**src/rtl/isa_pkg.sv**
```systemverilog
package isa_pkg;

	// instruction field widths
	localparam int WORD_W   = 32;
	localparam int OPCODE_W = 6;
	localparam int FUNC_W   = 6;
	localparam int REG_AW   = 5;
	localparam int SHAMT_W  = 5;
	localparam int IMM_W    = 16;
	localparam int TARGET_W = 26;
	localparam int NUM_REGS = 32;
	localparam int ALU_W    = 3;

	// primary opcodes
	localparam logic [OPCODE_W-1:0] RTYPE_OP = 6'b000000;
	localparam logic [OPCODE_W-1:0] ADDI_OP  = 6'b001000;
	localparam logic [OPCODE_W-1:0] LW_OP    = 6'b100011;
	localparam logic [OPCODE_W-1:0] SW_OP    = 6'b101011;
	localparam logic [OPCODE_W-1:0] J_OP     = 6'b000010;
	localparam logic [OPCODE_W-1:0] BEQ_OP   = 6'b000100;

	// function codes under RTYPE_OP
	localparam logic [FUNC_W-1:0] ADD_FUNC = 6'b100000;
	localparam logic [FUNC_W-1:0] SUB_FUNC = 6'b100010;
	localparam logic [FUNC_W-1:0] MUL_FUNC = 6'b011000;
	localparam logic [FUNC_W-1:0] AND_FUNC = 6'b100100;
	localparam logic [FUNC_W-1:0] OR_FUNC  = 6'b100101;

	// ALU operation select
	localparam logic [ALU_W-1:0] ALU_ADD = 3'b001;
	localparam logic [ALU_W-1:0] ALU_SUB = 3'b010;
	localparam logic [ALU_W-1:0] ALU_MUL = 3'b011;
	localparam logic [ALU_W-1:0] ALU_AND = 3'b100;
	localparam logic [ALU_W-1:0] ALU_OR  = 3'b101;

	typedef struct packed {
		logic [OPCODE_W-1:0] opcode;
		logic [REG_AW-1:0]   rs;
		logic [REG_AW-1:0]   rt;
		logic [REG_AW-1:0]   rd;
		logic [SHAMT_W-1:0]  shamt;
		logic [FUNC_W-1:0]   func;
	} r_fmt_t;

	typedef struct packed {
		logic [OPCODE_W-1:0] opcode;
		logic [REG_AW-1:0]   rs;
		logic [REG_AW-1:0]   rt;
		logic [IMM_W-1:0]    imm;
	} i_fmt_t;

	typedef struct packed {
		logic [OPCODE_W-1:0] opcode;
		logic [TARGET_W-1:0] target;
	} j_fmt_t;

	// one instruction word, three ways of reading it
	typedef union packed {
		r_fmt_t r_fmt;
		i_fmt_t i_fmt;
		j_fmt_t j_fmt;
	} instr_u;

endpackage

```
**src/rtl/hazard_unit.sv**
```systemverilog
module hazard_unit (
	input  logic [isa_pkg::REG_AW-1:0]  rs_i,
	input  logic [isa_pkg::REG_AW-1:0]  rt_i,
	input  logic                        uses_rt_i,
	input  logic [isa_pkg::REG_AW-1:0]  ex_dst_i,
	input  logic                        ex_we_i,
	input  logic [isa_pkg::REG_AW-1:0]  mem_dst_i,
	input  logic                        mem_we_i,
	output logic                        stall_o
);

	logic rs_hit;
	logic rt_hit;

	// producers in write back are covered by the register file bypass
	assign rs_hit = (rs_i != '0) &&
		((ex_we_i && rs_i == ex_dst_i) || (mem_we_i && rs_i == mem_dst_i));

	assign rt_hit = uses_rt_i && (rt_i != '0) &&
		((ex_we_i && rt_i == ex_dst_i) || (mem_we_i && rt_i == mem_dst_i));

	assign stall_o = rs_hit || rt_hit;

endmodule

```
**config.mk**
```make
export PLATFORM = sky130hd
export DESIGN_NAME = hazard_unit
export DESIGN_NICKNAME = d
export VERILOG_FILES = /design/src/rtl/isa_pkg.sv /design/src/rtl/hazard_unit.sv
export SDC_FILE = /design/constraint.sdc
export NUM_CORES = 1
export LEC_CHECK = 0
export BUFFER_PORTS_ARGS = -buffer_cell sky130_fd_sc_hd__buf_4
export CORE_AREA = 3 3 40 42
export DETAILED_ROUTE_END_ITERATION = 8
export DIE_AREA = 0 0 43 45
export GPL_TIMING_DRIVEN = 0
export PLACE_DENSITY_LB_ADDON = 0.2
export SYNTH_ARGS = -nofsm -noshare
export SYNTH_HDL_FRONTEND = slang
export SYNTH_SLANG_ARGS = --single-unit
```
**constraint.sdc**
```tcl
create_clock -name vclk -period 1.2
set_clock_uncertainty 0.15 [all_clocks]
set_input_delay 0.06 -clock vclk [all_inputs]
set_output_delay 0.06 -clock vclk [all_outputs]
set_load 0.02 [all_outputs]
```
# Word level (Yosys, flattened, before mapping)
# Index checks and enable logic that the tools add are counted.
[totals]
reg_bits = 0
latch_bits = 0
ramBits = 0
romBits = 0
input_bits = 23
out_inout_bits = 1
word_cells = 16
n_memories = 0
[classes]
add_sub_neg = 0
multipliers = 0
div_mod_pow = 0
n_lt_le_gt_ge = 0
eq_ne = 4
shifts = 0
muxes = 0
bitwise_logic = 0
reduce_logical = 12
[ops]
columns = ["operator", "count"]
rows = [
  ["$eq A5 B5 Y1", 4],
  ["$reduce_bool A5 Y1", 2],
  ["$logic_and A1 B1 Y1", 7],
  ["$logic_or A1 B1 Y1", 3],
]

# Logic depth before layout (Yosys ltp)
[depth]
ltp_word = 5
mapped_depth = 4
mapped_depth_nobuf = 4

# Worst setup path after synthesis
# OpenSTA, ideal clock, no wires.
[synth_timing]
path_type = "input port to output port"
start = "input port ex_dst_i[4] (netlist bit)"
end = "output port stall_o"
arrival_ns = 0.952
t_required_ns = 0.990
setup_slack_ns = 0.038
cell_stages = 4
n_path_buf = 0
cell_sequence = "xor2_1 > nor4_1 > a32oi_1 > o22ai_1"
[synth_between]
elab_chain_cells = 5
word_cells_on_any_way = 9
classes_between = "eq/ne (2); reduce/logical (7)"
[synth_rtl]
columns = ["item", "line_no", "source"]
rows = [
  ["start: declaration", "hazard_unit.sv:5", "input logic [isa_pkg::REG_AW-1:0] ex_dst_i,"],
  ["$eq A5 B5 Y1 (on tied branches)", "hazard_unit.sv:17, hazard_unit.sv:20", ""],
  ["$logic_and A1 B1 Y1 (on tied branches)", "hazard_unit.sv:17, hazard_unit.sv:20", ""],
  ["$logic_or A1 B1 Y1 (on tied branches)", "hazard_unit.sv:17, hazard_unit.sv:20", ""],
  ["$logic_and A1 B1 Y1 (on tied branches)", "hazard_unit.sv:16, hazard_unit.sv:19", ""],
  ["$logic_or A1 B1 Y1 (*)", "hazard_unit.sv:22", "assign stall_o = rs_hit || rt_hit;"],
  ["end: declaration", "hazard_unit.sv:9", "output logic stall_o"],
]
# Every way passes the cells marked *; elsewhere a longest branch is shown, timed or not.

# Final worst setup path
[layout_timing]
start = "input port rt_i[2] (netlist bit)"
end = "output port stall_o"
[layout_between]
elab_chain_cells = 5
word_cells_on_any_way = 9
classes_between = "eq/ne (2); reduce/logical (7)"
[layout_rtl]
columns = ["item", "line_no", "source"]
rows = [
  ["start: declaration", "hazard_unit.sv:3", "input logic [isa_pkg::REG_AW-1:0] rt_i,"],
  ["$eq A5 B5 Y1", "hazard_unit.sv:20", "((ex_we_i && rt_i == ex_dst_i) || (mem_we_i && rt_i == mem_dst_i));"],
  ["$logic_and A1 B1 Y1", "hazard_unit.sv:20", ""],
  ["$logic_or A1 B1 Y1", "hazard_unit.sv:20", ""],
  ["$logic_and A1 B1 Y1 (*)", "hazard_unit.sv:19", "assign rt_hit = uses_rt_i && (rt_i != '0) &&"],
  ["$logic_or A1 B1 Y1 (*)", "hazard_unit.sv:22", ""],
]
# Marked as above.

==> results.cfg <==
[logic_synthesis]
avgSynthCellArea_um2 = 7.886
yosys_warnings = 0
syn_nets = 56
synth_common_cells = xor2_1, nor4_1, xnor2_1
yosysSeqAreaShare_pct = 0
yosysTopAreaCellShare_pct = 53.85
postSynthCellCount = 33
yosys.area.top_type = xor2_1
synth_area_um2 = 260.3
ys_types = 9
ys_top_cells_by_area = xor2_1, xnor2_1, nor4_1
synth.most_common_cell = xor2_1

[global_routing]
busiest_layer = met2
overflow = 0
met2_usage_pct = 15.57
grt_pass1_wl_um = 1373
globalRouteMet1Util_pct = 12.62
grtUsageMet3_pct = 0.7968
grt_pass1_vias = 322
grt_antenna_before_repair = 0
grt_usage_pct = 8.872
grt_max_degree = 4

[clocking]
hold_buffers = 0

[place]
io_buffers = 24
gp_congestion = 0.8140
post-dp-hpwl_um = 769.9
dp_slack_ps = -126.5

[status]
violations = negative setup slack
status = complete, but fails checks

[timing]
final_hold_viol_count = 0
setup_violations = 1
tns_ps = -96.66
slew_violations = 0
setup_slack_ps = -96.66
worst_slew_pin_slew_ps = 257.5
period_share_pct = 108.1
max-slew-margin-rel_pct = 82.67
fin_crit_ps = 1297
fmax_ghz = 0.7712
rsz0062_at_grt = yes

[pwr]
powerDensity_nw_per_um2 = 333.6
p_leak_uw = 0.0002170
total_power_uw = 164.0
ir_drop_mv = 0.1216

[route]
ant_nets = 0
drtIter0Drc = 6
wl_per_cell_um = 11.94
vias_per_cell = 4.583
wl_um = 860
remaining_drc_errors = 0
firstDrtPassIters = 4
vias = 330

[cells_and_area]
num-fill-cells = 131
seq_cells = 0
final-seq-area_um2 = 0
nets = 82
syn_to_final_growth_pct = 88.94
finish.utilization_pct = 38.27
drive_above_1_share_pct = 43.86
multi_input_area_um2 = 266.5
insertedDiodeCount = 0
nClkBuffers = 0

[floorplanning]
start_util_pct = 20.25
die_h_um = 45
rows = 13
dieArea_um2 = 1935
die_w_um = 43
core_um2 = 1285
boundaryPins = 24

[min_path]
worstHoldEndpoint = stall_o
min_path_cells = 4
hp-class = input pin to output pin
worstHoldStart = rs_i[0]

[critical_path]
crit_type = input pin to output pin
required_ps = 990
end_kind = output pin
cp_max_fo = 3
critPathLaunchType = input pin
critical_path_arrival_ps = 1090

[flow_run]
cap_violations = 0
## layer usage
| layer | part of all wire (%) | routed length, um | vias to the layer above |
|---|---|---|---|
| li1 | - | - | 169 |
| met1 | 43 | 366 | 142 |
| met2 | 47 | 404 | 19 |
| met3 | 10 | 89 | 0 |
| met4 | 0 | 0 | 0 |
| met5 | 0 | 0 | - |
## layout make-up
| cell class | instances | share of cell area [%] |
|---|---|---|
| multi-input combinational | 33 | 54.20 |
| tap | 15 | 3.817 |
| timing repair buffer | 24 | 41.98 |
## repair_timing
action | CTS | global route
endpoints found under the setup margin | 1 | 1
resized for setup | 4 | 4
hold endpoints to repair | 0 | 0
buffers inserted | 0 | 0
pin swaps | 5 | 1
## how the worst max path moves through the flow
stage	start	end	slack, ps	depth (start not counted)
2_1_floorplan	ex_dst_i[4]	stall_o	40	4
3_3_place_gp	rt_i[1]	stall_o	-140	5
3_5_place_dp	rs_i[4]	stall_o	-130	6
4_1_cts	ex_dst_i[2]	stall_o	-110	6
5_1_grt	ex_dst_i[2]	stall_o	-150	6
6_report	rt_i[2]	stall_o	-100	5
## power breakdown
| group | internal (uW) | total [uW] | switching (uW) |
|---|---|---|---|
| clock | 0 | 0 | 0 |
| sequential | 0 | 0 | 0 |
| combinational | 97.9 | 164 | 66.1 |
| total | 97.9 | 164 | 66.1 |
## metrics by stage
step	instances	hold WS [ps]	area, um2
6_report	72	379.8	491.7
5_1_grt	72	405.8	491.7
4_1_cts	72	375.6	474.2
3_5_place_dp	72	384.3	459.2
3_3_place_gp	72	398.5	459.2
2_1_floorplan	33	198.3	260.3
## cells in the final DEF, fill, tap and decap left out
| cell type | instances |
|---|---|
| nor4_1 | 3 |
| nor4_2 | 1 |
| o21ai_1 | 1 |
| buf_4 | 17 |
| or4_1 | 2 |
| a32oi_1 | 2 |
| xor2_1 | 16 |
| o22ai_1 | 1 |
| xnor2_1 | 4 |
| buf_6 | 7 |
| nor2_1 | 1 |
| and2_1 | 2 |
## critical path: stages
cell and delay [ps]:
buf_4 120, or4_1 510, o21ai_1 130, o22ai_1 100, buf_4 170
## logic make-up (layout without fill, tap and decap cells)
logic type / Yosys count / in the layout / synth area share, %
xor+xnor: 20 / 20 / 67.30
buf+inv: 0 / 24 / 0
simple gates: 9 / 9 / 21.63
compound gates: 4 / 4 / 11.06
Note: power is estimated with default switching activity, not from simulation.
