### src/rtl/isa_pkg.sv
package isa_pkg;

	// instruction field widths
	localparam int WORD_W   = 32;
	localparam int OPCODE_W = 6;
	localparam int FUNC_W   = 6;
	localparam int REG_AW   = 5;
	localparam int SHAMT_W  = 5;
	localparam int IMM_W    = 16;
	localparam int TARGET_W = 26;
	localparam int NUM_REGS = 32;
	localparam int ALU_W    = 3;

	// primary opcodes
	localparam logic [OPCODE_W-1:0] RTYPE_OP = 6'b000000;
	localparam logic [OPCODE_W-1:0] ADDI_OP  = 6'b001000;
	localparam logic [OPCODE_W-1:0] LW_OP    = 6'b100011;
	localparam logic [OPCODE_W-1:0] SW_OP    = 6'b101011;
	localparam logic [OPCODE_W-1:0] J_OP     = 6'b000010;
	localparam logic [OPCODE_W-1:0] BEQ_OP   = 6'b000100;

	// function codes under RTYPE_OP
	localparam logic [FUNC_W-1:0] ADD_FUNC = 6'b100000;
	localparam logic [FUNC_W-1:0] SUB_FUNC = 6'b100010;
	localparam logic [FUNC_W-1:0] MUL_FUNC = 6'b011000;
	localparam logic [FUNC_W-1:0] AND_FUNC = 6'b100100;
	localparam logic [FUNC_W-1:0] OR_FUNC  = 6'b100101;

	// ALU operation select
	localparam logic [ALU_W-1:0] ALU_ADD = 3'b001;
	localparam logic [ALU_W-1:0] ALU_SUB = 3'b010;
	localparam logic [ALU_W-1:0] ALU_MUL = 3'b011;
	localparam logic [ALU_W-1:0] ALU_AND = 3'b100;
	localparam logic [ALU_W-1:0] ALU_OR  = 3'b101;

	typedef struct packed {
		logic [OPCODE_W-1:0] opcode;
		logic [REG_AW-1:0]   rs;
		logic [REG_AW-1:0]   rt;
		logic [REG_AW-1:0]   rd;
		logic [SHAMT_W-1:0]  shamt;
		logic [FUNC_W-1:0]   func;
	} r_fmt_t;

	typedef struct packed {
		logic [OPCODE_W-1:0] opcode;
		logic [REG_AW-1:0]   rs;
		logic [REG_AW-1:0]   rt;
		logic [IMM_W-1:0]    imm;
	} i_fmt_t;

	typedef struct packed {
		logic [OPCODE_W-1:0] opcode;
		logic [TARGET_W-1:0] target;
	} j_fmt_t;

	// one instruction word, three ways of reading it
	typedef union packed {
		r_fmt_t r_fmt;
		i_fmt_t i_fmt;
		j_fmt_t j_fmt;
	} instr_u;

endpackage

### src/rtl/reg_file.sv
module reg_file (
	input  logic                        clk_i,
	input  logic                        rst_n_i,
	input  logic [isa_pkg::REG_AW-1:0]  ra_i,
	input  logic [isa_pkg::REG_AW-1:0]  rb_i,
	input  logic [isa_pkg::REG_AW-1:0]  wa_i,
	input  logic [isa_pkg::WORD_W-1:0]  wd_i,
	input  logic                        we_i,
	output logic [isa_pkg::WORD_W-1:0]  rda_o,
	output logic [isa_pkg::WORD_W-1:0]  rdb_o
);

	logic [isa_pkg::WORD_W-1:0] regs [isa_pkg::NUM_REGS];

	// write-first behaviour so decode sees this cycle's write back
	function automatic logic [isa_pkg::WORD_W-1:0] read_port(input logic [isa_pkg::REG_AW-1:0] addr);
		if (addr == '0)
			return '0;
		else if (we_i && wa_i == addr)
			return wd_i;
		else
			return regs[addr];
	endfunction

	always_ff @(posedge clk_i or negedge rst_n_i)
	begin
		if (!rst_n_i)
		begin
			for (int i = 0; i < isa_pkg::NUM_REGS; i++)
				regs[i] <= '0;
		end
		else if (we_i && wa_i != '0)
			regs[wa_i] <= wd_i;
	end

	assign rda_o = read_port(ra_i);
	assign rdb_o = read_port(rb_i);

	assert property (@(posedge clk_i) disable iff (!rst_n_i) we_i |-> !$isunknown(wa_i))
		else $error("register write with unknown address");

endmodule

### config.mk
export PLATFORM = sky130hd
export DESIGN_NAME = reg_file
export DESIGN_NICKNAME = d
export VERILOG_FILES = /design/src/rtl/isa_pkg.sv /design/src/rtl/reg_file.sv
export SDC_FILE = /design/constraint.sdc
export NUM_CORES = 2
export LEC_CHECK = 0
export ABC_CLOCK_PERIOD_IN_PS = 3500
export BUFFER_PORTS_ARGS = -buffer_cell sky130_fd_sc_hd__buf_2
export CAP_MARGIN = 20
export CORE_MARGIN = 1
export CORE_UTILIZATION = 66
export CTS_BUF_LIST = sky130_fd_sc_hd__clkbuf_8
export DETAILED_ROUTE_END_ITERATION = 16
export PLACE_DENSITY = 0.83
export SLEW_MARGIN = 20
export SYNTH_ARGS = -nofsm -noshare
export SYNTH_HDL_FRONTEND = slang
export SYNTH_SLANG_ARGS = --single-unit
### constraint.sdc
create_clock -name clk_i -period 3.5 [get_ports clk_i]
set_clock_uncertainty 0.15 [all_clocks]
set_input_delay 0.525 -clock clk_i [delete_from_list [all_inputs] [get_ports clk_i]]
set_output_delay 0.525 -clock clk_i [all_outputs]
set_load 0.005 [all_outputs]
======== After elaboration in Yosys (flattened, before gate mapping) ========
Cells that the tools add are included.
word-level totals
  register bits after elaboration ......... 1024
  word-level logic and storage cells ...... 61
cells by class
  $lt $le $gt $ge ......................... 4
  eq/ne operators ......................... 2
  mux-type cells .......................... 13
  bitwise logic cells ..................... 3
  reductions and logical operators ........ 7
operators with widths
  cell                                                                           number
  1024-bit bitwise mux                                                           1
  32-bit binary-select mux with 5-bit select                                     2
  32-bit 2-to-1 mux                                                              9
  32-bit demux with 5-bit select                                                 1
  6-bit >= comparator (second input constant)                                    3
  5-bit NOT with 6-bit output                                                    3
  5-bit == test                                                                  2
  5-bit logical NOT                                                              2
  6-bit by 1-bit less-than comparator with 1-bit output (second input constant)  1
  5-bit nonzero test                                                             1
  1-bit logical AND                                                              4

======== Depth between registers and ports, before layout ========
  depth in word-level cells ............... 6
  gate-level depth with buffers ........... 10
  gate-level depth less buffers ........... 5

======== Worst setup path after synthesis ========
No wires, ideal clock.
  kind .................................... input-to-output
  start ................................... input ra_i[0] in the netlist's numbering
  end ..................................... output rda_o[1] in the netlist's numbering
  arrival time ............................ 2286 ps
  data required time ...................... 2825 ps
  setup slack ............................. 539 ps
  stages .................................. 8
  cells stage by stage .................... buf_4 > buf_2 > buf_2 > mux4_2 > mux2i_1 > nor2_1 > a2111oi_0 > nor2_1
on the way
  word-level cells in the longest chain between the ends .. 6
  elaborated cells on any way between the ends .. 9
  those cells by class .................... eq/ne (1); mux (5); bitwise (1); reduce/logical (2)
ends and longest elaborated chain
  element                                               line            text
  start, declared                                       reg_file.sv:4   input logic [isa_pkg::REG_AW-1:0] ra_i,
  5-bit NOT with 6-bit output (not written as such)     reg_file.sv:22  return regs[addr];
  32-bit binary-select mux with 5-bit select            reg_file.sv:22
  32-bit 2-to-1 mux (not written as such) (2 in a row)  reg_file.sv:22
  32-bit 2-to-1 mux                                     reg_file.sv:19  else if (we_i && wa_i == addr)
  32-bit 2-to-1 mux (*)                                 reg_file.sv:17  if (addr == '0)
  end, declared                                         reg_file.sv:9   output logic [isa_pkg::WORD_W-1:0] rda_o,
Mark *: on every way between the ends. The rest lies on a longest branch, timed or not. The select of a mux whose other input is x is not followed.

======== Worst setup path in the final report ========
  start ................................... register regs[14] in the netlist's numbering
  end ..................................... output rdb_o[14] in the netlist's numbering
on the way
  word-level cells in the longest chain between the ends .. 5
ends and longest elaborated chain
  element                                               line            text
  start, declared                                       reg_file.sv:13  logic [isa_pkg::WORD_W-1:0] regs [isa_pkg::NUM_REGS];
  start signal, assigned by index                       reg_file.sv:33  regs[wa_i] <= wd_i;
  32-bit binary-select mux with 5-bit select            reg_file.sv:22
  32-bit 2-to-1 mux (not written as such) (2 in a row)  reg_file.sv:22
  32-bit 2-to-1 mux                                     reg_file.sv:19
  32-bit 2-to-1 mux                                     reg_file.sv:17
  end, declared                                         reg_file.sv:10  output logic [isa_pkg::WORD_W-1:0] rdb_o
Every way passes these cells. The select of a mux whose other input is x is not followed.

==> metrics.md <==
| Metric | Value |
|---|---|
| Status | finished, violations left |
| Failing checks | negative setup slack |
| WHS | 0.0697 ns |
| Vias in the first global route | 41,500 |
| Largest net degree at the start of global routing | 118 |
| # port buffers | 113 |
| Biggest regs | regs: 1024 flops |
| P_leak | 27.3 nW |
| DR WL/cell | 36.3 um |
| Post-synth EDFFs | 0 |
| Measured slew at the worst slew-check pin | 1.06 ns |
| Mux contribution to synthesized area | 0.423 |
| Root Driver | clkbuf_8 |
| Highest clock rate | 275 MHz |
| Clk sink count | 1,024 |
| Starting density of the core | 0.668 |
| CP Max Fanout | 2 |
| Worst Hold Depth | 2 |
| Post-Synthesis Cells | 3,747 |
| Die area | 84,400 sq um |
| Clock latency on the worst-skew pair | 0.84 ns |
| Synthesized flop and latch total | 1,024 |
| Post-DP HPWL | 115,000 um |
| Worst EP required | 2.82 ns |
| Reg2reg start | regs[145] |
| Overall routing resource usage | 0.450 |
| Clk buf depth | 3 |
| Final setup margin | -0.138 ns |
| CTS clock-pin slew for the worst setup and hold paths | 0.07 ns |
| Largest Register | regs |
| Avg Inst Size Synth | 14.7 sq um |
| Via density | 7.71 |
| RePlAce Congestion | 0.936 |
| Worst r2r dst | regs[145] |
| Synth Area in Adders | 0 |
| Complex-gate fraction of the synthesized area | 0.0430 |
| VDD IR max | 0.000377 V |
| Fin Setup TNS | -0.398 ns |
| R2R depth | 2 |
| Critical path capture point type | primary output |
| Final setup violation count | 8 |
| Final hold violation count | 0 |
| Register area share after synthesis | 0.467 |
| Max cap viols | 0 |
| Cell variety after synth | 49 |
| Site Rows | 105 |
| Initial DRC count | 5,528 |
| Arrival time worst endpoint | 2.96 ns |
| Reg2Reg Setup Slack | 2.40 ns |
| Ys flop type | dfrtp_1 |
| Nets | 3,969 |
| Fin area | 62,000 sq um |
| Share of cells above drive strength 1 | 0.559 |
| Simple-Gate Fraction of Synth Area | 0.0308 |
| CP Launch Type | flip-flop |
| Detailed Routing Iterations Pass 1 | 6 |
| Pwr dens | 553 nW/um^2 |
| Via count | 39,600 |
| CTS buffer count | 168 |
| Setup Crit Path Kind | reg2out |
| Tmin final | 3.64 ns |
| Synth Area in XOR/XNOR | 0.00159 |
| RSZ-0062 raised after global routing | yes |
| Congestion Overflow GR | 0 |
| Width of the die | 290 um |
| DRC | 0 |
| First-pass GRT wire length | 276,000 um |
| Hold EP | regs[599] |
| IO Pins | 114 |
| Warnings from Yosys | 0 |
| Largest family of logic cells by synthesized area | multiplexers |
| Core ar. | 82,200 sq um |
| Async set-reset flop share out of synthesis | 1.00 |
| Min-delay src | wd_i[23] |
| # H-tree levels | 4 |
| Count of pins over their slew limit | 0 |
| CTS tree | yes |
| Cell area after synthesis | 54,900 sq um |
| Dpl cell area | 58,200 sq um |
| Synth-to-Final Area Change | 13.0% |
| Total wire length | 186,000 um |
| Largest register FFs | 1,024 |
| Max_slew headroom | 0.295 |
| Initial antenna violation count | 23 |
| Die height | 290 um |
| Post-route clock period utilization | 1.04 |
| Synth Net Count | 3,797 |
| Worst hold path type | in2reg |
| Routed Antenna Nets | 0 |
[layout by cell type, fill, tap and decap left out, types with 27 or more instances in the layout]
| cell | n |
|---|---|
| mux4_2 | 459 |
| dfrtp_1 | 1024 |
| o22ai_1 | 62 |
| nand2_1 | 27 |
| a211oi_1 | 45 |
| o21ai_0 | 40 |
| nor3_1 | 36 |
| a22oi_1 | 52 |
| buf_2 | 105 |
| nor4_1 | 34 |
| mux2_2 | 1065 |
| inv_1 | 54 |
| mux2i_1 | 91 |
| a21oi_1 | 36 |
| nor2_1 | 90 |
| clkbuf_8 | 217 |
| nor2b_1 | 50 |
| buf_4 | 241 |
| buf_12 | 70 |
[per-layer routing]
layer  global-route usage  up-vias  share of wire
met3                0.189      955           0.15
met2                0.639     3374           0.44
met1                0.564    20400           0.34
li1                     -    14900              -
met4                0.308       12          0.077
met5                    0        -         0.0011
[power breakdown]
part	total, mW	switching (mW)	internal (mW)	leakage, nW
registers	15.9	1.78	14.1	13.1
logic	7.70	3.20	4.50	12.2
clock network	10.8	5.05	5.70	1.98
total	34.3	10.0	24.3	27.3
[critical path: stages (launching register included)]
cell	delay, ns
dfrtp_1	0.40
mux4_2	0.48
mux4_2	0.52
nor2b_4	0.15
a221o_1	0.36
buf_2	0.18
[cell families after synthesis]
family / after synthesis
muxes: 1615
buffers and inverters: 429
xor gates and xnor gates: 10
DFF: 1024
AOI/OAI and AO/OA: 335
and+or+nand+nor: 334
[through the flow]
stage                     std cells  setup slack [ns]   util  power (mW)
after global routing           5125            -0.154  0.754        35.5
after floorplan                3747             0.539      -        20.7
final                          5136            -0.138  0.754        34.3
after detailed placement       4794            -0.268  0.708        23.3
after global placement         4794            -0.165  0.708        22.6
after CTS                      5119            -0.143  0.753        34.1
[worst max path at each step]
stage	startpoint	endpoint	slack, ns
2_1_floorplan	ra_i[0]	rda_o[1]	0.54
3_3_place_gp	ra_i[0]	rda_o[1]	-0.17
3_5_place_dp	ra_i[0]	rda_o[1]	-0.27
4_1_cts	regs[14]	rdb_o[14]	-0.14
5_1_grt	regs[14]	rdb_o[14]	-0.15
6_report	regs[14]	rdb_o[14]	-0.14
[cell usage after synthesis, types with 2 or more instances]
cell	count	area, sq um
and3b_1	2	17.5
a221o_1	24	240
buf_4	18	135
o21ai_1	2	10.0
and2_1	6	37.5
a221oi_1	22	193
a211o_1	2	17.5
buf_8	2	30.0
o221ai_1	12	105
inv_1	3	11.3
nand3_1	6	30.0
nand3b_1	5	37.5
a2111oi_0	5	43.8
buf_6	13	146
nor3_1	45	225
o22ai_1	63	394
mux2_2	1065	12000
or2_2	6	37.5
nor3b_1	6	45.0
o22a_1	2	17.5
nor2b_1	54	338
or3b_2	3	26.3
and3_1	5	31.3
buf_2	86	430
nor2_1	109	409
xor2_1	3	26.3
clkbuf_1	247	927
a22o_1	8	70.1
xnor2_1	7	61.3
a22oi_1	53	398
a32oi_1	2	17.5
dfrtp_1	1024	25600
o21ai_0	40	200
buf_1	59	221
mux4_2	459	10300
nor4_1	34	213
a21oi_1	36	180
a211oi_1	51	383
a31oi_1	9	56.3
nand2_1	42	158
mux2i_1	91	911
nand2b_1	9	56.3
[cell type report]
type | instances | area [sq um]
multi-input combinational | 2294 | 27700
sequential | 1024 | 25600
fill | 4656 | 20200
timing repair buffer | 427 | 3870
clock buffer | 216 | 2970
tap | 1070 | 1340
clock inverter | 85 | 475
antenna | 16 | 40.0
inverter | 4 | 15.0
[timing repair]
| action | 4_1_cts | 5_1_grt |
|---|---|---|
| hold endpoints to repair | 60 | 0 |
| gates resized for setup | 15 | 14 |
| gates cloned | 0 | 0 |
| pin swaps | 2 | 5 |
| endpoints found under the setup margin | 18 | 21 |
| hold buffers | 5 | 0 |
| buffers inserted | 19 | 1 |
Note: power is estimated with default switching activity, not from simulation.
