==> src/rtl/isa_pkg.sv <==
package isa_pkg;

	// instruction field widths
	localparam int WORD_W   = 32;
	localparam int OPCODE_W = 6;
	localparam int FUNC_W   = 6;
	localparam int REG_AW   = 5;
	localparam int SHAMT_W  = 5;
	localparam int IMM_W    = 16;
	localparam int TARGET_W = 26;
	localparam int NUM_REGS = 32;
	localparam int ALU_W    = 3;

	// primary opcodes
	localparam logic [OPCODE_W-1:0] RTYPE_OP = 6'b000000;
	localparam logic [OPCODE_W-1:0] ADDI_OP  = 6'b001000;
	localparam logic [OPCODE_W-1:0] LW_OP    = 6'b100011;
	localparam logic [OPCODE_W-1:0] SW_OP    = 6'b101011;
	localparam logic [OPCODE_W-1:0] J_OP     = 6'b000010;
	localparam logic [OPCODE_W-1:0] BEQ_OP   = 6'b000100;

	// function codes under RTYPE_OP
	localparam logic [FUNC_W-1:0] ADD_FUNC = 6'b100000;
	localparam logic [FUNC_W-1:0] SUB_FUNC = 6'b100010;
	localparam logic [FUNC_W-1:0] MUL_FUNC = 6'b011000;
	localparam logic [FUNC_W-1:0] AND_FUNC = 6'b100100;
	localparam logic [FUNC_W-1:0] OR_FUNC  = 6'b100101;

	// ALU operation select
	localparam logic [ALU_W-1:0] ALU_ADD = 3'b001;
	localparam logic [ALU_W-1:0] ALU_SUB = 3'b010;
	localparam logic [ALU_W-1:0] ALU_MUL = 3'b011;
	localparam logic [ALU_W-1:0] ALU_AND = 3'b100;
	localparam logic [ALU_W-1:0] ALU_OR  = 3'b101;

	typedef struct packed {
		logic [OPCODE_W-1:0] opcode;
		logic [REG_AW-1:0]   rs;
		logic [REG_AW-1:0]   rt;
		logic [REG_AW-1:0]   rd;
		logic [SHAMT_W-1:0]  shamt;
		logic [FUNC_W-1:0]   func;
	} r_fmt_t;

	typedef struct packed {
		logic [OPCODE_W-1:0] opcode;
		logic [REG_AW-1:0]   rs;
		logic [REG_AW-1:0]   rt;
		logic [IMM_W-1:0]    imm;
	} i_fmt_t;

	typedef struct packed {
		logic [OPCODE_W-1:0] opcode;
		logic [TARGET_W-1:0] target;
	} j_fmt_t;

	// one instruction word, three ways of reading it
	typedef union packed {
		r_fmt_t r_fmt;
		i_fmt_t i_fmt;
		j_fmt_t j_fmt;
	} instr_u;

endpackage

==> src/rtl/pipe_pkg.sv <==
package pipe_pkg;

	// next-PC select, msb set means redirect
	localparam int               PC_SEL_W      = 2;
	localparam logic [PC_SEL_W-1:0] PC_SEL_SEQ    = 2'b00;
	localparam logic [PC_SEL_W-1:0] PC_SEL_JUMP   = 2'b10;
	localparam logic [PC_SEL_W-1:0] PC_SEL_BRANCH = 2'b11;

	// ex bundle is { alu op(3), imm source, rd destination }
	localparam int EX_CTRL_W  = 5;
	localparam int EX_ALU_LSB = 2;
	localparam int EX_SRC_BIT = 1;
	localparam int EX_DST_BIT = 0;

	// mem bundle is { chip select, write enable }
	localparam int MEM_CTRL_W = 2;
	localparam int MEM_CS_BIT = 1;
	localparam int MEM_WE_BIT = 0;

	// wb bundle is { alu not memory, register write }
	localparam int WB_CTRL_W  = 2;
	localparam int WB_ALU_BIT = 1;
	localparam int WB_WE_BIT  = 0;

	// word-addressed program counter and data memory
	localparam int PC_W       = 8;
	localparam int DMEM_DEPTH = 256;
	localparam int DMEM_AW    = $clog2(DMEM_DEPTH);

endpackage

==> src/rtl/execute_stage.sv <==
module execute_stage (
	input  logic                             clk_i,
	input  logic                             rst_n_i,
	input  logic                             bubble_i,
	input  logic [pipe_pkg::EX_CTRL_W-1:0]   ex_ctrl_i,
	input  logic [pipe_pkg::MEM_CTRL_W-1:0]  mem_ctrl_i,
	input  logic [pipe_pkg::WB_CTRL_W-1:0]   wb_ctrl_i,
	input  logic [isa_pkg::WORD_W-1:0]       rda_i,
	input  logic [isa_pkg::WORD_W-1:0]       rdb_i,
	input  logic [isa_pkg::WORD_W-1:0]       imm_i,
	input  logic [isa_pkg::REG_AW-1:0]       rt_i,
	input  logic [isa_pkg::REG_AW-1:0]       rd_i,
	output logic [isa_pkg::WORD_W-1:0]       exmem_alu_o,
	output logic [isa_pkg::WORD_W-1:0]       exmem_store_o,
	output logic [isa_pkg::REG_AW-1:0]       exmem_dst_o,
	output logic [pipe_pkg::MEM_CTRL_W-1:0]  exmem_mem_ctrl_o,
	output logic [pipe_pkg::WB_CTRL_W-1:0]   exmem_wb_ctrl_o,
	output logic [isa_pkg::REG_AW-1:0]       ex_dst_o,
	output logic                             ex_we_o
);

	logic [pipe_pkg::EX_CTRL_W-1:0]  idex_ex;
	logic [pipe_pkg::MEM_CTRL_W-1:0] idex_mem;
	logic [pipe_pkg::WB_CTRL_W-1:0]  idex_wb;
	logic [isa_pkg::WORD_W-1:0]      idex_a;
	logic [isa_pkg::WORD_W-1:0]      idex_b;
	logic [isa_pkg::WORD_W-1:0]      idex_imm;
	logic [isa_pkg::REG_AW-1:0]      idex_rt;
	logic [isa_pkg::REG_AW-1:0]      idex_rd;
	logic [isa_pkg::ALU_W-1:0]       alu_op;
	logic [isa_pkg::WORD_W-1:0]      op_b;
	logic [isa_pkg::WORD_W-1:0]      alu_res;

	// bubble clears every control bit, payload may load freely
	always_ff @(posedge clk_i or negedge rst_n_i)
	begin
		if (!rst_n_i)
		begin
			idex_ex  <= '0;
			idex_mem <= '0;
			idex_wb  <= '0;
		end
		else
		begin
			idex_ex  <= bubble_i ? '0 : ex_ctrl_i;
			idex_mem <= bubble_i ? '0 : mem_ctrl_i;
			idex_wb  <= bubble_i ? '0 : wb_ctrl_i;
		end
	end

	always_ff @(posedge clk_i)
	begin
		idex_a   <= rda_i;
		idex_b   <= rdb_i;
		idex_imm <= imm_i;
		idex_rt  <= rt_i;
		idex_rd  <= rd_i;
	end

	assign alu_op   = idex_ex[pipe_pkg::EX_ALU_LSB +: isa_pkg::ALU_W];
	assign op_b     = idex_ex[pipe_pkg::EX_SRC_BIT] ? idex_imm : idex_b;
	assign ex_dst_o = idex_ex[pipe_pkg::EX_DST_BIT] ? idex_rd : idex_rt;
	assign ex_we_o  = idex_wb[pipe_pkg::WB_WE_BIT];

	always_comb
	begin
		case (alu_op)
			isa_pkg::ALU_ADD: alu_res = idex_a + op_b;
			isa_pkg::ALU_SUB: alu_res = idex_a - op_b;
			// only the low word of the product is kept
			isa_pkg::ALU_MUL: alu_res = idex_a * op_b;
			isa_pkg::ALU_AND: alu_res = idex_a & op_b;
			isa_pkg::ALU_OR:  alu_res = idex_a | op_b;
			default:          alu_res = '0;
		endcase
	end

	always_ff @(posedge clk_i or negedge rst_n_i)
	begin
		if (!rst_n_i)
		begin
			exmem_mem_ctrl_o <= '0;
			exmem_wb_ctrl_o  <= '0;
		end
		else
		begin
			exmem_mem_ctrl_o <= idex_mem;
			exmem_wb_ctrl_o  <= idex_wb;
		end
	end

	always_ff @(posedge clk_i)
	begin
		exmem_alu_o   <= alu_res;
		exmem_store_o <= idex_b;
		exmem_dst_o   <= ex_dst_o;
	end

endmodule

==> config.mk <==
export PLATFORM = sky130hd
export DESIGN_NAME = execute_stage
export DESIGN_NICKNAME = d
export VERILOG_FILES = /design/src/rtl/isa_pkg.sv /design/src/rtl/pipe_pkg.sv /design/src/rtl/execute_stage.sv
export SDC_FILE = /design/constraint.sdc
export NUM_CORES = 1
export LEC_CHECK = 0
export BUFFER_PORTS_ARGS = -buffer_cell sky130_fd_sc_hd__buf_4
export CAP_MARGIN = 20
export CORE_ASPECT_RATIO = 1.1
export CORE_UTILIZATION = 58
export CTS_BUF_LIST = sky130_fd_sc_hd__clkbuf_4 sky130_fd_sc_hd__clkbuf_8 sky130_fd_sc_hd__clkbuf_16
export CTS_CLUSTER_DIAMETER = 120
export CTS_CLUSTER_SIZE = 16
export DETAILED_ROUTE_END_ITERATION = 7
export GPL_TIMING_DRIVEN = 0
export HOLD_SLACK_MARGIN = 0.1
export PLACE_DENSITY_LB_ADDON = 0.15
export SYNTH_ARGS = -nofsm -noshare
export SYNTH_HDL_FRONTEND = slang
export SYNTH_SLANG_ARGS = --single-unit
==> constraint.sdc <==
create_clock -name clk_i -period 11.8 [get_ports clk_i]
set_input_delay 3.54 -clock clk_i [delete_from_list [all_inputs] [get_ports clk_i]]
set_output_delay 3.54 -clock clk_i [all_outputs]
set_load 0.05 [all_outputs]
* Word-level counts from Yosys, hierarchy flattened
Index checks and enable logic that the tools add are counted.
** Word-level totals
- Register bits :: 188
- Bits of input ports :: 118
- Output and inout bits :: 79
- Logic and storage cells :: 29
** Cells by class
- Add/sub/neg operators :: 2
- Multiply operators :: 1
- Equality and inequality tests :: 5
- Muxes and demuxes :: 6
- Bitwise gates (word level) :: 2
** Operators with widths (number)
- $pmux 32 s5 :: 1
- $add 32x32->32 :: 1
- $and 32x32->32 :: 1
- $mul 32x32->32 :: 1
- $mux 32 :: 1
- $or 32x32->32 :: 1
- $sub 32x32->32 :: 1
- $mux 5 :: 2
- $eq 3x2->1 const B :: 2
- $eq 3x3->1 const B :: 2
- $mux 2 :: 2
- $eq 3x1->1 const B :: 1

* Depth between registers and ports, before layout
- Depth in word-level cells :: 3
- Mapped depth :: 32
- Gate-level depth less buffers :: 26

* Worst setup path before layout
No wires, ideal clock.
- Path kind :: reg-to-reg
- Start point :: register idex_ex[1] in the netlist's numbering
- End point :: register exmem_alu_o[26] in the netlist's numbering
- Library setup time :: 0.129 ns
- Data arrival time :: 7.339 ns
- Path slack :: 4.333 ns
- Cell stages (with the launch flop) :: 29
- Buffers on the path :: 4
- Clock period less this slack :: 7.467 ns
- Cell sequence :: dfrtp_1 buf_6 buf_8 mux2_4 clkbuf_1 clkbuf_1 and2_1 fa_1 fa_1 fa_1 inv_1 fa_1 inv_1 fa_1 inv_1 fa_1 inv_1 fa_1 fa_1 ha_1 a21o_1 a21o_1 a21oi_1 o21ai_0 a2111oi_0 nor3_1 xor2_1 a22oi_1 o21ai_0
** Between the ends
- Cells in the longest elaborated chain, start to end :: 3
- Elaborated cells on any way between the ends :: 7
- Those cells by class :: 2 x add/sub; 1 x mul; 2 x mux; 2 x bitwise
** Ends and longest elaborated chain
- start, declared :: line execute_stage.sv:22 : logic [pipe_pkg::EX_CTRL_W-1:0] idex_ex;
- start signal, assigned :: line execute_stage.sv:45 : idex_ex <= bubble_i ? '0 : ex_ctrl_i;
- $mux 32 (*) :: line execute_stage.sv:61 : assign op_b = idex_ex[pipe_pkg::EX_SRC_BIT] ? idex_imm : idex_b;
- $mul 32x32->32, or another cell as far along :: line execute_stage.sv:71 : isa_pkg::ALU_MUL: alu_res = idex_a * op_b;
- $pmux 32 s5 (*) :: line execute_stage.sv:67 : case (alu_op)
- net alu_res, one bit :: line execute_stage.sv:32 : logic [isa_pkg::WORD_W-1:0] alu_res;
- end signal, assigned :: line execute_stage.sv:94 : exmem_alu_o <= alu_res;
- end, declared :: line execute_stage.sv:13 : output logic [isa_pkg::WORD_W-1:0] exmem_alu_o,
Mark *: on every way through the listed nets, which the timed path passes. The rest lies on a longest branch.

* Worst setup path after layout
- Start point :: register idex_ex[1] in the netlist's numbering
- End point :: register exmem_alu_o[31] in the netlist's numbering
The elaborated chain is that of the path after synthesis.

==> metrics.md <==
| Metric | Value |
|---|---|
| Cts repair resizes | 0 |
| First DRT Iteration DRCs | 1,978 |
| Die area | around 0.04 mm² |
| Design area | 0.0261 mm² |
| Synth Register Bits | 188 |
| CP dominant cell by count | fa_1 |
| CP Launch Type | flop |
| Fmax | 101 MHz |
| Core footprint | roughly 0.039 mm² |
| Top-level I/O count | 197 |
| CP startpoint | idex_ex[1] |
| Insertion delay to the later sink of the worst-skew pair | approximately 480 ps |
| Vias | 19,200 |
| Syn Area/Cell | 9.56 µm² |
| Antenna violations before repair | 3 |
| Row cnt | 76 |
| Main flop type after synthesis | dfxtp_1 |
| Synth warn | 0 |
| H-tree depth | 4 |
| Sink Count | 188 |
| Input/output buffers | 196 |
| Die width | 193 µm |
| Hold-critical path depth | 0 |
| Layout cell share with drive strength beyond 1 | 11.0% |
| Max cap viols | 0 |
| Total detailed-routing wirelength | 87,600 µm |
| WS Path Type | reg -> reg |
| Slew @ Worst Pin | 1170 ps |
| Hold Startpoint | idex_mem[1] |
| Final setup fails | 0 |
| Reg clk slew, reported paths | 90 ps |
| Relative slew slack | between 20% and 30% |
| Syn Inst Count | about 2,400 |
| Layout Skew | between 20 and 30 ps |
| Nets | 3,344 |
| TritonCTS buffer count | 17 |
| Antenna Nets Post-Route | 0 |
| CTS tree | done |
| WP data arrival | around 10,000 ps |
| Start of the worst register-to-register path | idex_ex[1] |
| Hold Vio Cnt, Final | 0 |
| Root Driver | clkbuf_16 |
| Fin Setup TNS | 0 ps |
| Synth area leader | fa_1 |
| Vias in the first global route | 20,700 |
| EDFF count, synth | 0 |
| Total global-route track usage | 43.9% |
| Layout area overhead | 11.9% |
| CTS max path bufs | 2 |
| Most numerous cell in the Yosys netlist | fa_1 |
| Starting Density | 59.2% |
| Minimum clock period | just under 10,000 ps |
| HPWL after DPL | 69,700 µm |
| Area contributors post-synth | fa_1 35%, dfxtp_1 15%, ha_1 8.4% |
| Worst Path Required | 12,100 ps |
| CTS Hold Bufs | 0 |
| Count of final max-slew check failures | 0 |
| Seq/Total Area, Yosys | 16.4% |
| RePlAce Congestion | 1.02 |
| Post-CTS Setup Bufs | 0 |
| Max incr delay on CP | ~770 ps |
| DR DRC count | 6 |
| Syn_nets | 3,128 |
| Grt total ovfl | 0 |
| Synth top area share | 35.0% |
| Fin crit share | 83.6% |
| Worst hold path type | reg -> reg |
| CP max stage cell | a211oi_2 |
| Largest net degree at the start of global routing | 23 |
| Mapped Area | around 0.023 mm² |
| Placed cell areas | 0.0255 mm² |
| Drt first pass iters | 8 |
| Failing checks | DRC |
| List of most frequent post-synthesis cells | 409 x fa_1, 385 x inv_1, 293 x and2_1 |
| Yosys cell types | 78 |
| CP Max Fanout | 10 |
| First-pass GRT wire length | 128,000 µm |
| Vias per cell | 6.03 |
| Status | complete, but fails checks |
| Routed WL per cell | 27.5 µm |
| Ys async rst share | just under 7% |
| Crit. End Element | flop |
| RSZ-0062 raised after global routing | false |
| Die extent in y | ~210 µm |
| Reg2Reg Depth | 25 |
## critical path, delay by kind of cell (launching register included)
family	cells	cell delay, ps
compound gates	4	1670
mux	1	290
flops	1	380
fa+ha+maj	9	4280
xor+xnor	1	230
simple gates	4	1040
buf+inv	6	1790
## metrics by stage
stage,cells,hold slack (ps),worst slack [ps],utilization [%]
after floorplan,2444,327,4330,-
after global placement,3147,331,1800,64.6
after detailed placement,3148,338,2300,64.6
after CTS,3180,351,2250,66.2
after global routing,3180,356,1920,66.2
final,3184,352,1930,66.3
## worst paths after layout
kind / endpoint / slack [ps]
max in group asynchronous: idex_ex[2] / 8750
setup reg to reg: exmem_alu_o[31] / 1930
min in group asynchronous: idex_ex[0] / 2890
hold / removal: exmem_mem_ctrl_o[1] / 350
hold reg to reg: exmem_mem_ctrl_o[1] / 350
setup / recovery: exmem_alu_o[31] / 1930
## cell families (layout without fill, tap and decap cells)
logic type | count (synthesis) | after routing | share of synthesized area [%]
AOI/OAI and AO/OA | 242 | 242 | 6.59
xor gates and xnor gates | 139 | 139 | 5.27
adders and majority gates | 591 | 591 | 44.5
buffers and inverters | 507 | 736 | 8.34
DFF | 188 | 188 | 16.4
muxes | 61 | 61 | 2.98
other | 0 | 4 | 0
and+or+nand+nor | 716 | 716 | 15.9
## layout make-up
class	instances	area (µm²)
buffer	121	499
timing repair buffer	197	1480
clock inverter	15	225
sequential	188	3830
antenna	4	10.0
inverter	386	1450
multi-input combinational	1749	17600
fill	3216	13300
clock buffer	17	425
tap	507	634
## state kept, by name, indices dropped and copies added, names as in the netlist
register,flops
exmem_mem_ctrl_o,2
idex_a,32
idex_imm,32
idex_rt,5
exmem_wb_ctrl_o,2
exmem_dst_o,5
idex_wb,2
exmem_alu_o,32
idex_ex,5
idex_rd,5
exmem_store_o,32
idex_b,32
idex_mem,2
## per-layer routing
metal / vias up / part of all wire, % / global-route usage [%]
li1: 7978 / - / -
met1: 9552 / 36 / 50.8
met2: 1273 / 44 / 69.1
met3: 388 / 11 / 13.1
met4: 4 / 9.0 / 34.1
met5: - / 0.038 / 0
## cell usage in the layout, fill, tap and decap left out, types with 5 or more instances in the layout
cell / n
o21a_1: 9
nor3_1: 5
xor2_1: 34
buf_4: 197
ha_1: 157
a21oi_1: 63
mux2i_1: 22
clkbuf_16: 17
xnor2_1: 104
a21o_1: 24
fa_1: 409
maj3_1: 25
o31ai_1: 5
dfxtp_1: 175
nand3_1: 16
clkbuf_1: 105
buf_1: 8
o21ai_0: 60
nand2b_1: 13
and2_1: 293
nor2b_1: 18
mux2_2: 29
a22oi_1: 19
nor2_1: 59
nand2_1: 270
inv_1: 385
o211ai_1: 5
and3_1: 8
o21bai_1: 7
dfrtp_1: 13
a31oi_1: 10
o221ai_1: 6
clkinv_8: 5
mux2_4: 9
Power is left out: the tool's default activity adds up to more than one toggle a clock period on the data nets, which glitch-free logic cannot reach.
