$ cat src/rtl/isa_pkg.sv
package isa_pkg;

	// instruction field widths
	localparam int WORD_W   = 32;
	localparam int OPCODE_W = 6;
	localparam int FUNC_W   = 6;
	localparam int REG_AW   = 5;
	localparam int SHAMT_W  = 5;
	localparam int IMM_W    = 16;
	localparam int TARGET_W = 26;
	localparam int NUM_REGS = 32;
	localparam int ALU_W    = 3;

	// primary opcodes
	localparam logic [OPCODE_W-1:0] RTYPE_OP = 6'b000000;
	localparam logic [OPCODE_W-1:0] ADDI_OP  = 6'b001000;
	localparam logic [OPCODE_W-1:0] LW_OP    = 6'b100011;
	localparam logic [OPCODE_W-1:0] SW_OP    = 6'b101011;
	localparam logic [OPCODE_W-1:0] J_OP     = 6'b000010;
	localparam logic [OPCODE_W-1:0] BEQ_OP   = 6'b000100;

	// function codes under RTYPE_OP
	localparam logic [FUNC_W-1:0] ADD_FUNC = 6'b100000;
	localparam logic [FUNC_W-1:0] SUB_FUNC = 6'b100010;
	localparam logic [FUNC_W-1:0] MUL_FUNC = 6'b011000;
	localparam logic [FUNC_W-1:0] AND_FUNC = 6'b100100;
	localparam logic [FUNC_W-1:0] OR_FUNC  = 6'b100101;

	// ALU operation select
	localparam logic [ALU_W-1:0] ALU_ADD = 3'b001;
	localparam logic [ALU_W-1:0] ALU_SUB = 3'b010;
	localparam logic [ALU_W-1:0] ALU_MUL = 3'b011;
	localparam logic [ALU_W-1:0] ALU_AND = 3'b100;
	localparam logic [ALU_W-1:0] ALU_OR  = 3'b101;

	typedef struct packed {
		logic [OPCODE_W-1:0] opcode;
		logic [REG_AW-1:0]   rs;
		logic [REG_AW-1:0]   rt;
		logic [REG_AW-1:0]   rd;
		logic [SHAMT_W-1:0]  shamt;
		logic [FUNC_W-1:0]   func;
	} r_fmt_t;

	typedef struct packed {
		logic [OPCODE_W-1:0] opcode;
		logic [REG_AW-1:0]   rs;
		logic [REG_AW-1:0]   rt;
		logic [IMM_W-1:0]    imm;
	} i_fmt_t;

	typedef struct packed {
		logic [OPCODE_W-1:0] opcode;
		logic [TARGET_W-1:0] target;
	} j_fmt_t;

	// one instruction word, three ways of reading it
	typedef union packed {
		r_fmt_t r_fmt;
		i_fmt_t i_fmt;
		j_fmt_t j_fmt;
	} instr_u;

endpackage

$ cat src/rtl/pipe_pkg.sv
package pipe_pkg;

	// next-PC select, msb set means redirect
	localparam int               PC_SEL_W      = 2;
	localparam logic [PC_SEL_W-1:0] PC_SEL_SEQ    = 2'b00;
	localparam logic [PC_SEL_W-1:0] PC_SEL_JUMP   = 2'b10;
	localparam logic [PC_SEL_W-1:0] PC_SEL_BRANCH = 2'b11;

	// ex bundle is { alu op(3), imm source, rd destination }
	localparam int EX_CTRL_W  = 5;
	localparam int EX_ALU_LSB = 2;
	localparam int EX_SRC_BIT = 1;
	localparam int EX_DST_BIT = 0;

	// mem bundle is { chip select, write enable }
	localparam int MEM_CTRL_W = 2;
	localparam int MEM_CS_BIT = 1;
	localparam int MEM_WE_BIT = 0;

	// wb bundle is { alu not memory, register write }
	localparam int WB_CTRL_W  = 2;
	localparam int WB_ALU_BIT = 1;
	localparam int WB_WE_BIT  = 0;

	// word-addressed program counter and data memory
	localparam int PC_W       = 8;
	localparam int DMEM_DEPTH = 256;
	localparam int DMEM_AW    = $clog2(DMEM_DEPTH);

endpackage

$ cat src/rtl/general_control.sv
module general_control (
	input  logic [isa_pkg::OPCODE_W-1:0]     op_i,
	input  logic [isa_pkg::FUNC_W-1:0]       func_i,
	input  logic                             is_equal_i,
	output logic [pipe_pkg::PC_SEL_W-1:0]    pc_sel_o,
	output logic [pipe_pkg::EX_CTRL_W-1:0]   ex_ctrl_o,
	output logic [pipe_pkg::MEM_CTRL_W-1:0]  mem_ctrl_o,
	output logic [pipe_pkg::WB_CTRL_W-1:0]   wb_ctrl_o
);

	always_comb
	begin
		// anything not listed below decodes as a nop
		pc_sel_o   = pipe_pkg::PC_SEL_SEQ;
		ex_ctrl_o  = '0;
		mem_ctrl_o = '0;
		wb_ctrl_o  = '0;
		case (op_i)
			isa_pkg::RTYPE_OP:
			begin
				ex_ctrl_o = {isa_pkg::ALU_ADD, 1'b0, 1'b1};
				wb_ctrl_o = 2'b11;
				case (func_i)
					isa_pkg::ADD_FUNC: ex_ctrl_o[4:2] = isa_pkg::ALU_ADD;
					isa_pkg::SUB_FUNC: ex_ctrl_o[4:2] = isa_pkg::ALU_SUB;
					isa_pkg::MUL_FUNC: ex_ctrl_o[4:2] = isa_pkg::ALU_MUL;
					isa_pkg::AND_FUNC: ex_ctrl_o[4:2] = isa_pkg::ALU_AND;
					isa_pkg::OR_FUNC:  ex_ctrl_o[4:2] = isa_pkg::ALU_OR;
					default:
					begin
						ex_ctrl_o = '0;
						wb_ctrl_o = '0;
					end
				endcase
			end
			isa_pkg::ADDI_OP:
			begin
				ex_ctrl_o = {isa_pkg::ALU_ADD, 1'b1, 1'b0};
				wb_ctrl_o = 2'b11;
			end
			isa_pkg::LW_OP:
			begin
				ex_ctrl_o  = {isa_pkg::ALU_ADD, 1'b1, 1'b0};
				mem_ctrl_o = 2'b10;
				wb_ctrl_o  = 2'b01;
			end
			isa_pkg::SW_OP:
			begin
				ex_ctrl_o  = {isa_pkg::ALU_ADD, 1'b1, 1'b0};
				mem_ctrl_o = 2'b11;
			end
			isa_pkg::J_OP:
				pc_sel_o = pipe_pkg::PC_SEL_JUMP;
			isa_pkg::BEQ_OP:
			begin
				// compare happens in decode, so the branch resolves here
				if (is_equal_i)
					pc_sel_o = pipe_pkg::PC_SEL_BRANCH;
			end
			default:
			begin
				pc_sel_o = pipe_pkg::PC_SEL_SEQ;
			end
		endcase
	end

endmodule

$ cat config.mk
export PLATFORM = sky130hd
export DESIGN_NAME = general_control
export DESIGN_NICKNAME = d
export VERILOG_FILES = /design/src/rtl/isa_pkg.sv /design/src/rtl/pipe_pkg.sv /design/src/rtl/general_control.sv
export SDC_FILE = /design/constraint.sdc
export NUM_CORES = 1
export LEC_CHECK = 0
export BUFFER_PORTS_ARGS = -buffer_cell sky130_fd_sc_hd__buf_4
export CAP_MARGIN = 10
export CORE_AREA = 3 3 40 42
export DETAILED_ROUTE_END_ITERATION = 16
export DIE_AREA = 0 0 43 45
export PLACE_DENSITY = 0.53
export SLEW_MARGIN = 0
export SYNTH_ARGS = -nofsm -noshare
export SYNTH_HDL_FRONTEND = slang
export SYNTH_SLANG_ARGS = --single-unit
$ cat constraint.sdc
create_clock -name vclk -period 1
set_clock_uncertainty 0.15 [all_clocks]
set_input_delay 0.1 -clock vclk [all_inputs]
set_output_delay 0.1 -clock vclk [all_outputs]
set_load 0.02 [all_outputs]
Yosys cells after proc, flatten, opt, wreduce, memory -nomap -nowiden:

Index checks and enable logic that the tools add are counted.

* bits of input ports: 13
* register bits after elaboration: 0
* output and inout port bits: 11
* logic and storage cells: 21

* reductions and logical operators: 3
* equal/unequal tests: 10
* mux-type cells: 8

Operators by type and width (number)
* equality test 6 bit (second input constant): 6
* one-hot mux 3 bit (5 select lines): 1
* one-hot mux 5 bit (2 select lines): 1
* one-hot mux 2 bit (2 select lines): 2
* equality test 6 x 2 -> 1 bit (second input constant): 1
* equality test 6 x 3 -> 1 bit (second input constant): 1
* equality test 6 x 4 -> 1 bit (second input constant): 1
* equality test 6 x 5 -> 1 bit (second input constant): 1
* logical NOT 6 bit: 1
* one-hot mux 2 bit (3 select lines): 1
* OR reduction 5 bit: 1
* 2-to-1 mux 2 bit: 2
* OR reduction 3 bit: 1
* 2-to-1 mux 1 bit: 1

Logic depth before layout (Yosys ltp):

Gate-level depths: netlist (run 1).

* word-level depth: 4
* depth in mapped cells: 3
* gate-level depth less buffers: 3

Least setup slack after synthesis (run 1):

No wires, ideal clock.

* kind: input to output
* from: input port op_i[2] (netlist name)
* to: output port ex_ctrl_o[3] (netlist name)
* arrival: 0.940 ns
* data required time: 0.750 ns
* slack: -0.190 ns
* cell stages on the path: 3
* path buffers: 0
* cells stage by stage: nor2_1 nand3_2 nor4_2

* cells in the longest elaborated chain, start to end: 3
* elaborated cells between the ends (all ways): 6
* those cells by class: eq/ne: 3; mux: 1; reduce/logical: 2

Ends and longest elaborated chain
* from (decl): line general_control.sv:2 `input logic [isa_pkg::OPCODE_W-1:0] op_i,`
* equality test 6 bit or equality test 6 x 4 -> 1 bit (tied branches): line general_control.sv:18 `case (op_i)`
* OR reduction 3 bit (no line)
* one-hot mux 5 bit (2 select lines) (*): line general_control.sv:18
* to (decl): line general_control.sv:6 `output logic [pipe_pkg::EX_CTRL_W-1:0] ex_ctrl_o,`

Every way passes the cells marked *; elsewhere a longest branch is shown, timed or not.

Final worst setup path (run 1):

* from: input port op_i[0] (netlist name)
* to: output port ex_ctrl_o[1] (netlist name)

Same word-level chain as after synthesis.

==> flow_summary.toml, run 1 <==
[die]
ios = 24
fp.dieW_um = 43
floorplan.initialDensity = 0.1899
core_um2 = 1285
dieArea_um2 = 1935
num_rows = 13
die_h_um = 45

[logic_synthesis]
yosysUniqueCellTypes = 26
seq_area_frac_synth = 0
syn_nets = 49
avgSynthCellArea_um2 = 6.777
netlist_area_um2 = 244.0
syn_inst = 36
yosysWarnings = 0

[timing]
finalSetupViolations = 11
hold_ws_ns = 0.4137
fmax_ghz = 0.7609
fin_crit_sh = 1.314
fin_tns_setup_ns = -2.422
rsz0062_at_grt = "true"
drv_slew = 0
tightest_slew_ns = 0.3355
finalHoldViolCount = 0
max_slew_margin = 0.7739
fin_ws_ns = -0.3143
period_needed_ns = 1.314

[setup_path]
startpoint_type = "primary input"
cp.required_ns = 0.75
path_max_fanout = 5
crit_arrival_ns = 1.06
cp_common_cell = "buf_4"
crit_type = "in -> out"
cp_slowest_cell = "nor3_4"
cp-end-kind = "output port"
cp_cell_sequence = "buf_8 -> nor3_4 -> buf_4 -> a21oi_2 -> nor3_2 -> buf_4"
cpPeakStageDelay_ns = 0.29
crit_family = "simple AND/OR/NAND/NOR gates"
path_buf_inv = 3

[global_route]
grt_pass1_vias = 404
antenna_found_initial = 0
grt_pass1_wl_um = 1628
grtUsageTotal = 0.1003
overflow = 0
grt_max_degree = 6

[clocking]
cts_hold_buf = 0

[cells_and_area]
seq_cell_count = 0
fillCellCount = 111
drive_above_1_share = 0.8289
antenna_cells = 0
final_cell_area_um2 = 799.5
area_growth_pct = 227.7
nets = 91
fin_util = 0.6222
fin_cells = 91
nClkBuffers = 0
seqCellArea_um2 = 0

[outcome]
violations = "negative setup slack"
status = "complete, but fails checks"

[routing]
num_vias = 453
routed_wirelength_um = 1074
post_drt_wl_per_cell_um = 11.80
drt_iter0_drc = 1
firstDrtPassIters = 2
drc = 0
ant_nets = 0
via_per_inst = 4.978

[placed_design]
dp.cells = 87
gp_congestion = 0.7381
post-place-ws_ns = -0.3190
dp_hpwl_um = 765.2
dpl_cell_area_um2 = 610.6
numPortBuffers = 24

[power]
power_per_cell_area_nw_per_um2 = 281.6
leakage_nw = 0.3192
total_power_mw = 0.2252
ir_worst_vdd_mv = 0.1194

[worst_hold_path]
hp-class = "in -> out"

[run]
cap_viol_max_count = 0
==> placed cells by master (no fill, tap or decap), drive strengths merged, types with 2 or more instances in the layout <==
cell	netlist	layout
and3	2	2
o21ai	3	3
nand3	2	2
buf	0	40
nor3	3	3
a31oi	3	3
a21oi	4	4
nor2	5	5
nand2	2	2
==> cells in the mapped netlist (2+ instances only) <==
cell | instances | area, um^2
nor3_1 | 2 | 10.01
nor2_1 | 4 | 15.01
nand2_1 | 2 | 7.510
o21ai_0 | 2 | 10.01
a21oi_1 | 3 | 15.01
a31oi_1 | 3 | 18.77
==> cell families (layout without fill, tap and decap cells) <==
family          count (synthesis)  count (layout)  share of synthesized area
compound gates                 12              12                     0.2974
buf+inv                         1              41                    0.01537
simple gates                   23              23                     0.6873
==> tightest hold or removal path, cell delays in order <==
cell and delay (ns):
buf_8 0.08, buf_4 0.10, nor3_2 0.03, buf_4 0.14
==> path summary, 6_finish.rpt <==
check / to / from / cells after the start
worst max-delay path: ex_ctrl_o[1] / op_i[0] / 6
worst min-delay path: ex_ctrl_o[1] / op_i[4] / 4
==> timing repair <==
item                       4_1_cts  5_1_grt
resized for setup               20       21
setup endpoints to repair       11       11
pin swaps                       10        8
setup buffers                    2        2
cloned                           0        0
==> cell type report <==
| cell class | instances | area (um^2) | area share |
|---|---|---|---|
| Timing Repair Buffer | 40 | 401.6 | 0.5023 |
| Multi-Input combinational cell | 35 | 375.4 | 0.4695 |
| Tap cell | 15 | 18.77 | 0.02347 |
| Inverter | 1 | 3.754 | 0.004695 |
==> per-layer routing <==
layer,wire [um],track usage,vias up
met5,0,0,-
met4,17,0,0
met3,74,0.007968,2
met2,596,0.2006,21
met1,386,0.1238,207
li1,-,-,223
==> report_power, final <==
part,internal [mW],leakage [nW],switching (mW)
Combinational,0.128,0.319,0.0967
Clock,0,0,0
Sequential,0,0,0
Total,0.128,0.319,0.0967
Power figures use the tool's default switching activity.
==> run 2, diff against run 1 <==
--- a/config.mk
+++ b/config.mk
@@ -7,10 +7,12 @@
 export LEC_CHECK = 0
 export BUFFER_PORTS_ARGS = -buffer_cell sky130_fd_sc_hd__buf_4
 export CAP_MARGIN = 10
+export CELL_PAD_IN_SITES_DETAIL_PLACEMENT = 1
+export CELL_PAD_IN_SITES_GLOBAL_PLACEMENT = 1
 export CORE_AREA = 3 3 40 42
 export DETAILED_ROUTE_END_ITERATION = 16
 export DIE_AREA = 0 0 43 45
-export PLACE_DENSITY = 0.53
+export PLACE_DENSITY = 0.74
 export SLEW_MARGIN = 0
 export SYNTH_ARGS = -nofsm -noshare
 export SYNTH_HDL_FRONTEND = slang
==> run 2 against run 1 <==
Effect of this change: the run still ends with negative setup slack left; core utilization increased by 3.3 points; combinational power grew 13%; final cell count increased by 4.4%; worst setup slack worse by 0.012 ns; cell area rose by 5.3%; largest cell class unchanged.
==> flow_summary.toml, run 2 (synthesis gave the netlist of run 1 again) <==
[power]
clkPwrFrac = 0
ir_worst_vdd_mv = 0.1616
p_switching_mw = 0.1148
intPower_mw = 0.1390
power_per_cell_area_nw_per_um2 = 301.4
seq_power_share = 0
leakage_nw = 0.3418
comb_power_share = 1.000
p_sw_frac = 0.4525

[outcome]
violations = "negative setup slack"
status = "complete, but fails checks"

[timing]
fin_ws_ns = -0.3265
rsz0062_at_grt = "true"
finalSetupViolations = 11
fmax_ghz = 0.7538
period_needed_ns = 1.327
fin_crit_sh = 1.327
hold_ws_ns = 0.4171
max_slew_margin = 0.8117
finalHoldViolCount = 0
drv_slew = 0
tightest_slew_ns = 0.2812

[routing]
firstDrtPassIters = 2
drc = 0
drt_iter0_drc = 3
via_per_inst = 5.032
ant_nets = 0
post_drt_wl_per_cell_um = 17.92
num_vias = 478
routed_wirelength_um = 1702

[cells_and_area]
seq_cell_count = 0
drive_above_1_share = 0.8500
nClkBuffers = 0
seqCellArea_um2 = 0
area_growth_pct = 245.1
fin_util = 0.6553
mostFrequentLayoutCells = "buf_4 (23), buf_6 (17), buf_8 (4)"
antenna_cells = 0
nets = 95
final_common_cell = "buf_4"

[die]
floorplan.initialDensity = 0.1899
fp.dieW_um = 43
ios = 24
core_um2 = 1285
die_h_um = 45
num_rows = 13
dieArea_um2 = 1935

[setup_path]
cp_cell_sequence = "buf_6 -> or4_4 -> a21oi_2 -> buf_4"
startpoint_type = "primary input"
crit_type = "in -> out"
cp.required_ns = 0.75
cpPeakStageDelay_ns = 0.56
path_max_fanout = 2
crit_arrival_ns = 1.08
cp-end-kind = "output port"
cp_slowest_cell = "or4_4"

[global_route]
grt_pass1_vias = 489
grt_max_degree = 6
grt_pass1_wl_um = 2070
antenna_found_initial = 0
grtUsageTotal = 0.1362
overflow = 0

[placed_design]
numPortBuffers = 24
post-place-ws_ns = -0.3284
gp_congestion = 0.7092
dp_hpwl_um = 958.4

[run]
cap_viol_max_count = 0

[worst_hold_path]
hp-class = "in -> out"
-- run 2: cell type report --
cell class | instances | area, um^2
Fill cell | 142 | 442.9
Timing Repair Buffer | 44 | 424.2
Multi-Input combinational cell | 35 | 395.4
Tap cell | 15 | 18.77
Inverter | 1 | 3.754
-- run 2: worst max-delay path: cells and delay by family --
family / cells / cell delay (ns)
AND/OR/NAND/NOR: 1 / 0.56
buffers and inverters: 2 / 0.26
AO/OA/AOI/OAI: 1 / 0.15
-- run 2: final timing paths --
kind                     from           to  slack [ns]  depth (start not counted)
worst min-delay path  op_i[3]  pc_sel_o[0]        0.42                          4
worst max-delay path  op_i[3]  pc_sel_o[1]       -0.33                          4
-- run 2: routing by layer --
| layer | vias to the layer above | part of all wire | GRT usage |
|---|---|---|---|
| li1 | 229 | - | - |
| met1 | 229 | 0.31 | 0.1292 |
| met2 | 20 | 0.64 | 0.3204 |
| met3 | 0 | 0.050 | 0.01195 |
| met4 | 0 | 0 | 0 |
| met5 | - | 0 | 0 |
-- run 2: stage by stage --
step / area [um^2] / power (mW) / setup TNS [ns] / cells
after global routing: 842.1 / 0.2684 / -2.991 / 95
final: 842.1 / 0.2538 / -2.668 / 95
after floorplan: 321.6 / 0.06239 / -0.5191 / 36
after CTS: 769.5 / 0.2194 / -2.559 / 94
after global placement: 633.1 / 0.1756 / -2.720 / 90
after detailed placement: 633.1 / 0.1816 / -2.943 / 90
-- run 2: what timing repair did --
action                                  in CTS  in global routing
buffers inserted                             4                  1
resized for setup                           27                 15
endpoints found under the hold margin        0                  0
pin swaps                                   10                  6
hold buffers                                 0                  0
endpoints found under the setup margin      11                 11
-- run 2: power groups by stage --
stage                     sequential (mW)  combinational (mW)  clock (mW)
after global placement                  0               0.176           0
after CTS                               0               0.219           0
final                                   0               0.254           0
after global routing                    0               0.268           0
after detailed placement                0               0.182           0
after floorplan                         0              0.0624           0
